### src/logic/mpls_egress_pkg.sv
// MPLS egress constants
// Stream geometry, port map and port buffer sizing

`default_nettype none

package mpls_egress_pkg;

    //////////////////////////////////////////////////
    // Wide stream
    localparam int BUS_BYTES = 8;
    localparam int BUS_W     = 64;

    //////////////////////////////////////////////////
    // Physical ports
    // Wide ports come first, then the narrow ones
    localparam int NUM_PORTS        = 4;
    localparam int PORT_SEL_W       = 2;
    localparam int NUM_WIDE_PORTS   = 2;
    localparam int NARROW_BYTES     = 2;
    localparam int NUM_NARROW_PORTS = 2;

    //////////////////////////////////////////////////
    // Port buffers, sized in wide beats
    localparam int BUF_DEPTH     = 16;
    localparam int MAX_PKT_BEATS = 4;
    localparam int BUF_CNT_W     = 5;

endpackage

`default_nettype wire

### src/logic/mpls_label_pkg.sv
// MPLS label stack entry
// Top entry layout and its place in the first beat

`default_nettype none

package mpls_label_pkg;

    // One 32-bit entry, seen as a raw word or split into fields
    typedef union packed {
        logic [31:0] raw;
        struct packed {
            logic [19:0] label;
            logic [2:0]  tc;
            logic        bos;
            logic [7:0]  ttl;
        } lse;
    } mpls_lse_u;

    // Top label occupies data bits 63:32 of the first beat
    localparam int LSE_LSB = 32;

endpackage

`default_nettype wire

### src/logic/mpls_egress.sv
// MPLS router egress stage
// Label edit, port demux and per-width port groups

`timescale 1ns/1ps
`default_nettype none

module mpls_egress (
    input  wire logic                                   clk,
    input  wire logic                                   rst_n,
    input  wire logic                                   in_valid,
    output logic                                        in_ready,
    input  wire logic [mpls_egress_pkg::BUS_W-1:0]      in_data,
    input  wire logic                                   in_last,
    input  wire logic [mpls_egress_pkg::PORT_SEL_W-1:0] in_port,
    output logic [1:0]                                  wide_valid,
    input  wire logic [1:0]                             wide_ready,
    output logic [127:0]                                wide_data,
    output logic [1:0]                                  wide_last,
    output logic [1:0]                                  narrow_valid,
    input  wire logic [1:0]                             narrow_ready,
    output logic [31:0]                                 narrow_data,
    output logic [1:0]                                  narrow_last,
    output logic [3:0]                                  overflow
);

    localparam int NW = mpls_egress_pkg::NUM_WIDE_PORTS;
    localparam int NN = mpls_egress_pkg::NUM_NARROW_PORTS;

    logic                                     edit_valid;
    logic                                     edit_ready;
    logic [mpls_egress_pkg::BUS_W-1:0]        edit_data;
    logic                                     edit_last;
    logic [mpls_egress_pkg::PORT_SEL_W-1:0]   edit_port;
    logic [mpls_egress_pkg::NUM_PORTS-1:0]    buf_valid;
    logic [mpls_egress_pkg::BUS_W-1:0]        buf_data;
    logic                                     buf_last;
    logic                                     buf_first;

    //////////////////////////////////////////////////
    // Label edit and demux
    mpls_label_edit u_label_edit (
        .clk        ( clk        ),
        .rst_n      ( rst_n      ),
        .in_valid   ( in_valid   ),
        .in_ready   ( in_ready   ),
        .in_data    ( in_data    ),
        .in_last    ( in_last    ),
        .in_port    ( in_port    ),
        .edit_valid ( edit_valid ),
        .edit_ready ( edit_ready ),
        .edit_data  ( edit_data  ),
        .edit_last  ( edit_last  ),
        .edit_port  ( edit_port  )
    );

    mpls_egress_demux u_demux (
        .clk        ( clk        ),
        .rst_n      ( rst_n      ),
        .edit_valid ( edit_valid ),
        .edit_ready ( edit_ready ),
        .edit_data  ( edit_data  ),
        .edit_last  ( edit_last  ),
        .edit_port  ( edit_port  ),
        .buf_valid  ( buf_valid  ),
        .buf_data   ( buf_data   ),
        .buf_last   ( buf_last   ),
        .buf_first  ( buf_first  )
    );

    //////////////////////////////////////////////////
    // Port groups, wide ports first
    mpls_egress_port_group #(
        .NUM_GROUP_PORTS ( NW                          ),
        .OUT_BYTES       ( mpls_egress_pkg::BUS_BYTES  )
    ) u_wide_group (
        .clk       ( clk                   ),
        .rst_n     ( rst_n                 ),
        .buf_valid ( buf_valid[NW-1:0]     ),
        .buf_data  ( buf_data              ),
        .buf_last  ( buf_last              ),
        .buf_first ( buf_first             ),
        .out_valid ( wide_valid            ),
        .out_ready ( wide_ready            ),
        .out_data  ( wide_data             ),
        .out_last  ( wide_last             ),
        .overflow  ( overflow[NW-1:0]      )
    );

    mpls_egress_port_group #(
        .NUM_GROUP_PORTS ( NN                            ),
        .OUT_BYTES       ( mpls_egress_pkg::NARROW_BYTES )
    ) u_narrow_group (
        .clk       ( clk                     ),
        .rst_n     ( rst_n                   ),
        .buf_valid ( buf_valid[NW +: NN]     ),
        .buf_data  ( buf_data                ),
        .buf_last  ( buf_last                ),
        .buf_first ( buf_first               ),
        .out_valid ( narrow_valid            ),
        .out_ready ( narrow_ready            ),
        .out_data  ( narrow_data             ),
        .out_last  ( narrow_last             ),
        .overflow  ( overflow[NW +: NN]      )
    );

endmodule

`default_nettype wire

### src/logic/mpls_egress_demux.sv
// Egress demux
// Steers whole packets to the port named on their first beat

`timescale 1ns/1ps
`default_nettype none

module mpls_egress_demux (
    input  wire logic                                   clk,
    input  wire logic                                   rst_n,
    input  wire logic                                   edit_valid,
    output logic                                        edit_ready,
    input  wire logic [mpls_egress_pkg::BUS_W-1:0]      edit_data,
    input  wire logic                                   edit_last,
    input  wire logic [mpls_egress_pkg::PORT_SEL_W-1:0] edit_port,
    output logic [mpls_egress_pkg::NUM_PORTS-1:0]       buf_valid,
    output logic [mpls_egress_pkg::BUS_W-1:0]           buf_data,
    output logic                                        buf_last,
    output logic                                        buf_first
);

    logic                                     sop;
    logic [mpls_egress_pkg::PORT_SEL_W-1:0]   port_q;
    logic [mpls_egress_pkg::PORT_SEL_W-1:0]   port_sel;

    // Buffers admit or drop on their own, never back-pressure
    assign edit_ready = 1'b1;

    // Later beats follow the port locked at start of packet
    assign port_sel  = sop ? edit_port : port_q;
    assign buf_first = edit_valid && sop;
    assign buf_data  = edit_data;
    assign buf_last  = edit_last;

    always_comb begin
        for (int i = 0; i < mpls_egress_pkg::NUM_PORTS; i++) begin
            buf_valid[i] = edit_valid && (port_sel == i);
        end
    end

    always_ff @(posedge clk) begin
        if (!rst_n) begin
            sop    <= 1'b1;
            port_q <= '0;
        end else if (edit_valid) begin
            sop <= edit_last;
            if (sop) begin
                port_q <= edit_port;
            end
        end
    end

endmodule

`default_nettype wire

### src/logic/mpls_egress_downsize.sv
// Egress width converter
// Splits each wide beat into narrow slices, least significant first

`timescale 1ns/1ps
`default_nettype none

module mpls_egress_downsize (
    input  wire logic                                              clk,
    input  wire logic                                              rst_n,
    input  wire logic                                              wide_valid,
    output logic                                                   wide_ready,
    input  wire logic [mpls_egress_pkg::BUS_W-1:0]                 wide_data,
    input  wire logic                                              wide_last,
    output logic                                                   narrow_valid,
    input  wire logic                                              narrow_ready,
    output logic [mpls_egress_pkg::NARROW_BYTES*8-1:0]             narrow_data,
    output logic                                                   narrow_last
);

    localparam int NARROW_W = mpls_egress_pkg::NARROW_BYTES * 8;
    localparam int SLICES   = mpls_egress_pkg::BUS_BYTES / mpls_egress_pkg::NARROW_BYTES;
    localparam int SLICE_W  = $clog2(SLICES);

    logic [mpls_egress_pkg::BUS_W-1:0]   wide_q;
    logic                                last_q;
    logic                                held;
    logic [SLICE_W-1:0]                  slice;
    logic                                final_slice;

    // One wide beat in flight at a time
    assign wide_ready   = !held;
    assign narrow_valid = held;
    assign final_slice  = (slice == SLICE_W'(SLICES - 1));
    assign narrow_data  = wide_q[slice*NARROW_W +: NARROW_W];
    assign narrow_last  = last_q && final_slice;

    always_ff @(posedge clk) begin
        if (!rst_n) begin
            held  <= 1'b0;
            slice <= '0;
        end else if (wide_valid && wide_ready) begin
            held  <= 1'b1;
            slice <= '0;
        end else if (narrow_valid && narrow_ready) begin
            slice <= slice + 1'b1;
            if (final_slice) begin
                held <= 1'b0;
            end
        end
    end

    // Payload capture
    always_ff @(posedge clk) begin
        if (wide_valid && wide_ready) begin
            wide_q <= wide_data;
            last_q <= wide_last;
        end
    end

endmodule

`default_nettype wire

### src/logic/mpls_egress_port_buf.sv
// Egress port buffer
// Packet FIFO that admits only whole packets and flags congestion drops

`timescale 1ns/1ps
`default_nettype none

module mpls_egress_port_buf (
    input  wire logic                              clk,
    input  wire logic                              rst_n,
    input  wire logic                              wr_valid,
    input  wire logic [mpls_egress_pkg::BUS_W-1:0] wr_data,
    input  wire logic                              wr_last,
    input  wire logic                              wr_first,
    output logic                                   rd_valid,
    input  wire logic                              rd_ready,
    output logic [mpls_egress_pkg::BUS_W-1:0]      rd_data,
    output logic                                   rd_last,
    output logic                                   overflow
);

    localparam int DEPTH = mpls_egress_pkg::BUF_DEPTH;
    localparam int PTR_W = $clog2(DEPTH);
    localparam logic [mpls_egress_pkg::BUF_CNT_W-1:0] ADMIT_MAX =
        mpls_egress_pkg::BUF_CNT_W'(DEPTH - mpls_egress_pkg::MAX_PKT_BEATS);

    logic [mpls_egress_pkg::BUS_W:0]         mem [DEPTH];
    logic [PTR_W-1:0]                        wr_ptr;
    logic [PTR_W-1:0]                        rd_ptr;
    logic [mpls_egress_pkg::BUF_CNT_W-1:0]   count;
    logic                                    admit_q;
    logic                                    admit_now;
    logic                                    wr_en;
    logic                                    rd_en;

    // Admit a packet only when room for a largest packet remains
    assign admit_now = wr_first ? (count <= ADMIT_MAX) : admit_q;
    assign wr_en     = wr_valid && admit_now;

    assign rd_valid  = (count != '0);
    assign rd_en     = rd_valid && rd_ready;
    assign rd_data   = mem[rd_ptr][mpls_egress_pkg::BUS_W-1:0];
    assign rd_last   = mem[rd_ptr][mpls_egress_pkg::BUS_W];

    always_ff @(posedge clk) begin
        if (!rst_n) begin
            wr_ptr   <= '0;
            rd_ptr   <= '0;
            count    <= '0;
            admit_q  <= 1'b0;
            overflow <= 1'b0;
        end else begin
            // Drop flag follows the refused first beat by one cycle
            overflow <= wr_valid && wr_first && !admit_now;
            if (wr_valid && wr_first) begin
                admit_q <= admit_now;
            end
            if (wr_en) begin
                wr_ptr <= wr_ptr + 1'b1;
            end
            if (rd_en) begin
                rd_ptr <= rd_ptr + 1'b1;
            end
            count <= count + (wr_en ? 1'b1 : 1'b0) - (rd_en ? 1'b1 : 1'b0);
        end
    end

    always_ff @(posedge clk) begin
        if (wr_en) begin
            mem[wr_ptr] <= {wr_last, wr_data};
        end
    end

endmodule

`default_nettype wire

### src/logic/mpls_egress_port_group.sv
// Egress port group
// Buffers for ports of one width, with downsizers on narrow groups

`timescale 1ns/1ps
`default_nettype none

module mpls_egress_port_group #(
    parameter int NUM_GROUP_PORTS = 2,
    parameter int OUT_BYTES       = 8
) (
    input  wire logic                                  clk,
    input  wire logic                                  rst_n,
    input  wire logic [NUM_GROUP_PORTS-1:0]            buf_valid,
    input  wire logic [mpls_egress_pkg::BUS_W-1:0]     buf_data,
    input  wire logic                                  buf_last,
    input  wire logic                                  buf_first,
    output logic [NUM_GROUP_PORTS-1:0]                 out_valid,
    input  wire logic [NUM_GROUP_PORTS-1:0]            out_ready,
    output logic [NUM_GROUP_PORTS*OUT_BYTES*8-1:0]     out_data,
    output logic [NUM_GROUP_PORTS-1:0]                 out_last,
    output logic [NUM_GROUP_PORTS-1:0]                 overflow
);

    localparam int OUT_W = OUT_BYTES * 8;

    for (genvar i = 0; i < NUM_GROUP_PORTS; i++) begin : g_port
        logic                              rd_valid;
        logic                              rd_ready;
        logic [mpls_egress_pkg::BUS_W-1:0] rd_data;
        logic                              rd_last;

        mpls_egress_port_buf u_buf (
            .clk      ( clk          ),
            .rst_n    ( rst_n        ),
            .wr_valid ( buf_valid[i] ),
            .wr_data  ( buf_data     ),
            .wr_last  ( buf_last     ),
            .wr_first ( buf_first    ),
            .rd_valid ( rd_valid     ),
            .rd_ready ( rd_ready     ),
            .rd_data  ( rd_data      ),
            .rd_last  ( rd_last      ),
            .overflow ( overflow[i]  )
        );

        if (OUT_BYTES < mpls_egress_pkg::BUS_BYTES) begin : g_narrow
            mpls_egress_downsize u_downsize (
                .clk          ( clk                         ),
                .rst_n        ( rst_n                       ),
                .wide_valid   ( rd_valid                    ),
                .wide_ready   ( rd_ready                    ),
                .wide_data    ( rd_data                     ),
                .wide_last    ( rd_last                     ),
                .narrow_valid ( out_valid[i]                ),
                .narrow_ready ( out_ready[i]                ),
                .narrow_data  ( out_data[i*OUT_W +: OUT_W]  ),
                .narrow_last  ( out_last[i]                 )
            );
        end else begin : g_wide
            // Full-width port reads the buffer directly
            assign out_valid[i]               = rd_valid;
            assign rd_ready                   = out_ready[i];
            assign out_data[i*OUT_W +: OUT_W] = rd_data[OUT_W-1:0];
            assign out_last[i]                = rd_last;
        end
    end

endmodule

`default_nettype wire

### src/logic/mpls_label_edit.sv
// MPLS label edit stage
// Registers the stream and decrements the top-label TTL on each first beat

`timescale 1ns/1ps
`default_nettype none

module mpls_label_edit (
    input  wire logic                                   clk,
    input  wire logic                                   rst_n,
    input  wire logic                                   in_valid,
    output logic                                        in_ready,
    input  wire logic [mpls_egress_pkg::BUS_W-1:0]      in_data,
    input  wire logic                                   in_last,
    input  wire logic [mpls_egress_pkg::PORT_SEL_W-1:0] in_port,
    output logic                                        edit_valid,
    input  wire logic                                   edit_ready,
    output logic [mpls_egress_pkg::BUS_W-1:0]           edit_data,
    output logic                                        edit_last,
    output logic [mpls_egress_pkg::PORT_SEL_W-1:0]      edit_port
);

    localparam int LSE_W = $bits(mpls_label_pkg::mpls_lse_u);

    mpls_label_pkg::mpls_lse_u           lse_in;
    mpls_label_pkg::mpls_lse_u           lse_out;
    logic [mpls_egress_pkg::BUS_W-1:0]   data_edited;
    logic                                sop;
    logic                                in_xfer;

    // Full register, so take a beat when empty or draining
    assign in_ready = !edit_valid || edit_ready;
    assign in_xfer  = in_valid && in_ready;

    //////////////////////////////////////////////////
    // TTL decrement
    always_comb begin
        lse_in.raw  = in_data[mpls_label_pkg::LSE_LSB +: LSE_W];
        lse_out     = lse_in;
        // Expired label goes out as is
        if (lse_in.lse.ttl != 8'd0) begin
            lse_out.lse.ttl = lse_in.lse.ttl - 8'd1;
        end
        data_edited = in_data;
        if (sop) begin
            data_edited[mpls_label_pkg::LSE_LSB +: LSE_W] = lse_out.raw;
        end
    end

    //////////////////////////////////////////////////
    // Output register
    always_ff @(posedge clk) begin
        if (!rst_n) begin
            edit_valid <= 1'b0;
            sop        <= 1'b1;
        end else if (in_xfer) begin
            edit_valid <= 1'b1;
            sop        <= in_last;
        end else if (edit_ready) begin
            edit_valid <= 1'b0;
        end
    end

    always_ff @(posedge clk) begin
        if (in_xfer) begin
            edit_data <= data_edited;
            edit_last <= in_last;
            edit_port <= in_port;
        end
    end

endmodule

`default_nettype wire

### config.mk
export PLATFORM = sky130hd
export DESIGN_NAME = mpls_egress
export DESIGN_NICKNAME = d
export VERILOG_FILES = /design/src/logic/mpls_egress_pkg.sv /design/src/logic/mpls_label_pkg.sv /design/src/logic/mpls_egress.sv /design/src/logic/mpls_egress_demux.sv /design/src/logic/mpls_egress_downsize.sv /design/src/logic/mpls_egress_port_buf.sv /design/src/logic/mpls_egress_port_group.sv /design/src/logic/mpls_label_edit.sv
export SDC_FILE = /design/constraint.sdc
export NUM_CORES = 2
export LEC_CHECK = 0
export BUFFER_PORTS_ARGS = -buffer_cell sky130_fd_sc_hd__buf_2
export CAP_MARGIN = 20
export CORE_AREA = 2 2 549 769
export CTS_BUF_LIST = sky130_fd_sc_hd__clkbuf_16
export DETAILED_ROUTE_END_ITERATION = 8
export DIE_AREA = 0 0 551 771
export GPL_TIMING_DRIVEN = 1
export PLACE_DENSITY = 0.64
export SLEW_MARGIN = 20
export SYNTH_ARGS = -nofsm -noshare
export SYNTH_HDL_FRONTEND = slang
export SYNTH_MEMORY_MAX_BITS = 65536
export SYNTH_SLANG_ARGS = --single-unit
### constraint.sdc
create_clock -name clk -period 21.6 [get_ports clk]
set_input_delay 1.08 -clock clk [delete_from_list [all_inputs] [get_ports clk]]
set_output_delay 1.08 -clock clk [all_outputs]
set_load 0.02 [all_outputs]
==> impl_metrics.json <==
{
  "fp.dieArea_um2": 425000,
  "peakVddDrop_mv": 0.122,
  "power_density_nw_per_um2": 109,
  "synth_area_per_cell_um2": 23.2,
  "grt.total_usage_pct": 18.7,
  "ys_async_sr_fraction_pct": 0,
  "ys_top_cells_by_area": "edfxtp_1, mux4_2, a22oi_1",
  "cp-end-kind": "output pin",
  "clockBufferDepth": 4,
  "dr_wl_met3_mm": 27.3,
  "crit_type": "flip-flop to output pin",
  "layout_min_cycle_time_ps": 7380,
  "wl_met1_mm": 153,
  "wl_met2_mm": 213,
  "drive_gt1_share_pct": 27.6,
  "crit_required_ps": 20520,
  "vias_per_cell": 5.69,
  "worstPathMaxFanout": 109,
  "drt-total-wl_mm": 404,
  "synth_common_cells": "edfxtp_1, mux4_2, a22oi_1, nand2_1, clkbuf_1",
  "setup_viol": 0,
  "fillers": 34600,
  "drt-pass1-iter-count": 6,
  "ff_latch_area_um2": 132000,
  "slew_headroom_pct": 27.6,
  "fin_crit_sh_pct": 34.2,
  "p_total_mw": 20.5,
  "syn_inst": 7161,
  "clockRootBuffer": "clkbuf_16",
  "cts_hold_buf": 0,
  "hp-class": "input pin to flip-flop",
  "dp_hpwl_mm": 224,
  "routabilityCongestion": 0.750,
  "fmax_mhz": 136,
  "critPathArrivalTime_ps": 6300,
  "cts.clk_slew.worst_paths_ps": 70,
  "cts_sinks": 4436,
  "r2r-start": "u_narrow_group.g_port[0].u_buf.rd_ptr[0]",
  "syn_to_final_growth_pct": 12.7,
  "ys_warn_count": 0,
  "yosysMostFrequentCell": "edfxtp_1",
  "synth-seq-cells": 4436,
  "vias": 76600,
  "worst_slew_pin_slew_ps": 1090,
  "multi_input_comb_area_um2": 32600,
  "cts_tree": "yes",
  "core_area_um2": 418000,
  "postCtsResizedCells": 0,
  "htree_levels": 5,
  "netlist_area_um2": 166000,
  "drt_iter0_drc": 8242,
  "slew_violations": 0,
  "yosys.area.top_type": "edfxtp_1",
  "top_layer_used": "met5",
  "nNetsFinal": 7756,
  "clk_latency_ps": 950,
  "holdWs_ps": 339,
  "antenna_found_initial": 20,
  "startpoint_type": "flip-flop",
  "grt_pass1_vias": 80100,
  "synth-seq-area-share_pct": 79.5,
  "grt_overflow_total": 0,
  "clock_skew_ps": 58.4,
  "hold_start": "in_port[0]",
  "netlist.area_leader.share_pct": 78.6,
  "port_buffers": 245,
  "synthFlopType": "edfxtp_1",
  "grt_max_degree": 147,
  "cts_buffers": 392,
  "postCtsSetupRepairBufs": 0,
  "drcViolationCount": 0,
  "synth_edf_count": 4357,
  "tns_ps": 0,
  "synth_nets": 7295,
  "cap_viol_max_count": 0,
  "start_util_pct": 39.9,
  "synth_cell_types": 58,
  "die_y_um": 771,
  "status": "completed",
  "die_w_um": 551,
  "rows": 281,
  "hold_violations": 0,
  "leakagePower_nw": 58.1,
  "drt-wirelength-per-cell_um": 30.0,
  "grt_pass1_wl_mm": 574,
  "pin_count": 247,
  "route.antenna.remaining_nets": 0,
  "rsz0062_at_grt": "no"
}
==> cells by family (layout without fill, tap and decap cells) <==
group | Yosys count | count (layout) | share of synthesized area (%)
fa+ha+maj | 60 | 60 | 0.469
other cells | 1 | 13 | 0.00225
mux | 1102 | 1102 | 14.7
flops | 4436 | 4436 | 79.5
buf+inv | 430 | 1207 | 1.12
xor+xnor | 26 | 26 | 0.137
compound gates | 576 | 576 | 2.58
simple gates | 530 | 530 | 1.47
==> area by class of cell <==
| type | count | share of cell area [%] |
|---|---|---|
| Antenna cell | 12 | 0.0160 |
| Clock buffer | 396 | 5.28 |
| Clock inverter | 314 | 1.44 |
| Inverter | 43 | 0.0860 |
| Multi-Input combinational cell | 2295 | 17.4 |
| Sequential cell | 4436 | 70.6 |
| Tap cell | 5518 | 3.68 |
| Timing Repair Buffer | 454 | 1.54 |
==> critical path, cell delays in order (launching register included) <==
cell     delay (ps)
dfxtp_4         690
buf_4           780
buf_12          640
buf_4           830
buf_4           800
mux4_2          610
a22oi_1         230
nand2_1         170
buf_2           200
==> path summary, 6_finish.rpt <==
| check | end | slack, ps | cells after the start |
|---|---|---|---|
| worst min-delay path | u_label_edit.edit_port[0] | 340 | 1 |
| worst max register to register | flip-flop | 16270 | 7 |
| worst max-delay path | wide_data[32] | 14220 | 8 |
| worst min register to register | u_wide_group.g_port[1].u_buf.admit_q | 460 | 2 |
==> placed cells by master, fill, tap and decap left out, types with 40 or more instances in the layout <==
cell,instances
nand2_1,309
bufinv_16,43
clkinv_2,65
and3_4,40
edfxtp_1,4357
buf_2,244
inv_1,119
dfxtp_1,71
clkinv_1,80
mux4_2,1072
ha_1,56
buf_4,203
nor2_1,40
clkbuf_16,396
a22oi_1,520
==> sequential cells by signal, summed over array words and instances, names as in the netlist, 4 cells and up, named ones only <==
name,flops
u_narrow_group.g_port.u_buf.count,10
u_narrow_group.g_port.g_narrow.u_downsize.slice,4
u_narrow_group.g_port.u_buf.mem,2080
u_narrow_group.g_port.u_buf.wr_ptr,8
u_narrow_group.g_port.u_buf.rd_ptr,8
u_label_edit.edit_data,64
u_wide_group.g_port.u_buf.mem,2080
u_wide_group.g_port.u_buf.count,10
u_narrow_group.g_port.g_narrow.u_downsize.wide_q,128
u_wide_group.g_port.u_buf.wr_ptr,8
u_wide_group.g_port.u_buf.rd_ptr,8
==> metal layers <==
metal / global-route usage [%] / up-vias
met1: 23.6 / 41700
met4: 5.05 / 4
met2: 33.6 / 2950
met5: 0 / -
li1: - / 31400
met3: 2.82 / 557
==> power breakdown <==
part | internal, mW | leakage, nW | switching, mW
registers | 9.77 | 40.0 | 0.306
logic | 1.61 | 11.7 | 1.93
clock network | 3.85 | 6.45 | 3.08
total | 15.2 | 58.1 | 5.31
==> per-stage QoR <==
step                std cells  area, um2  worst slack [ps]  utilization (%)
finish                  13500     188000             14220             44.9
global route            13500     188000             13550             44.9
CTS                     13500     188000             13940             44.9
detailed placement      12700     175000             14950             41.9
global placement        12700     175000             15010             41.9
floorplan                7161     166000             12680                -
No activity file was read; power rests on OpenSTA's default activity.
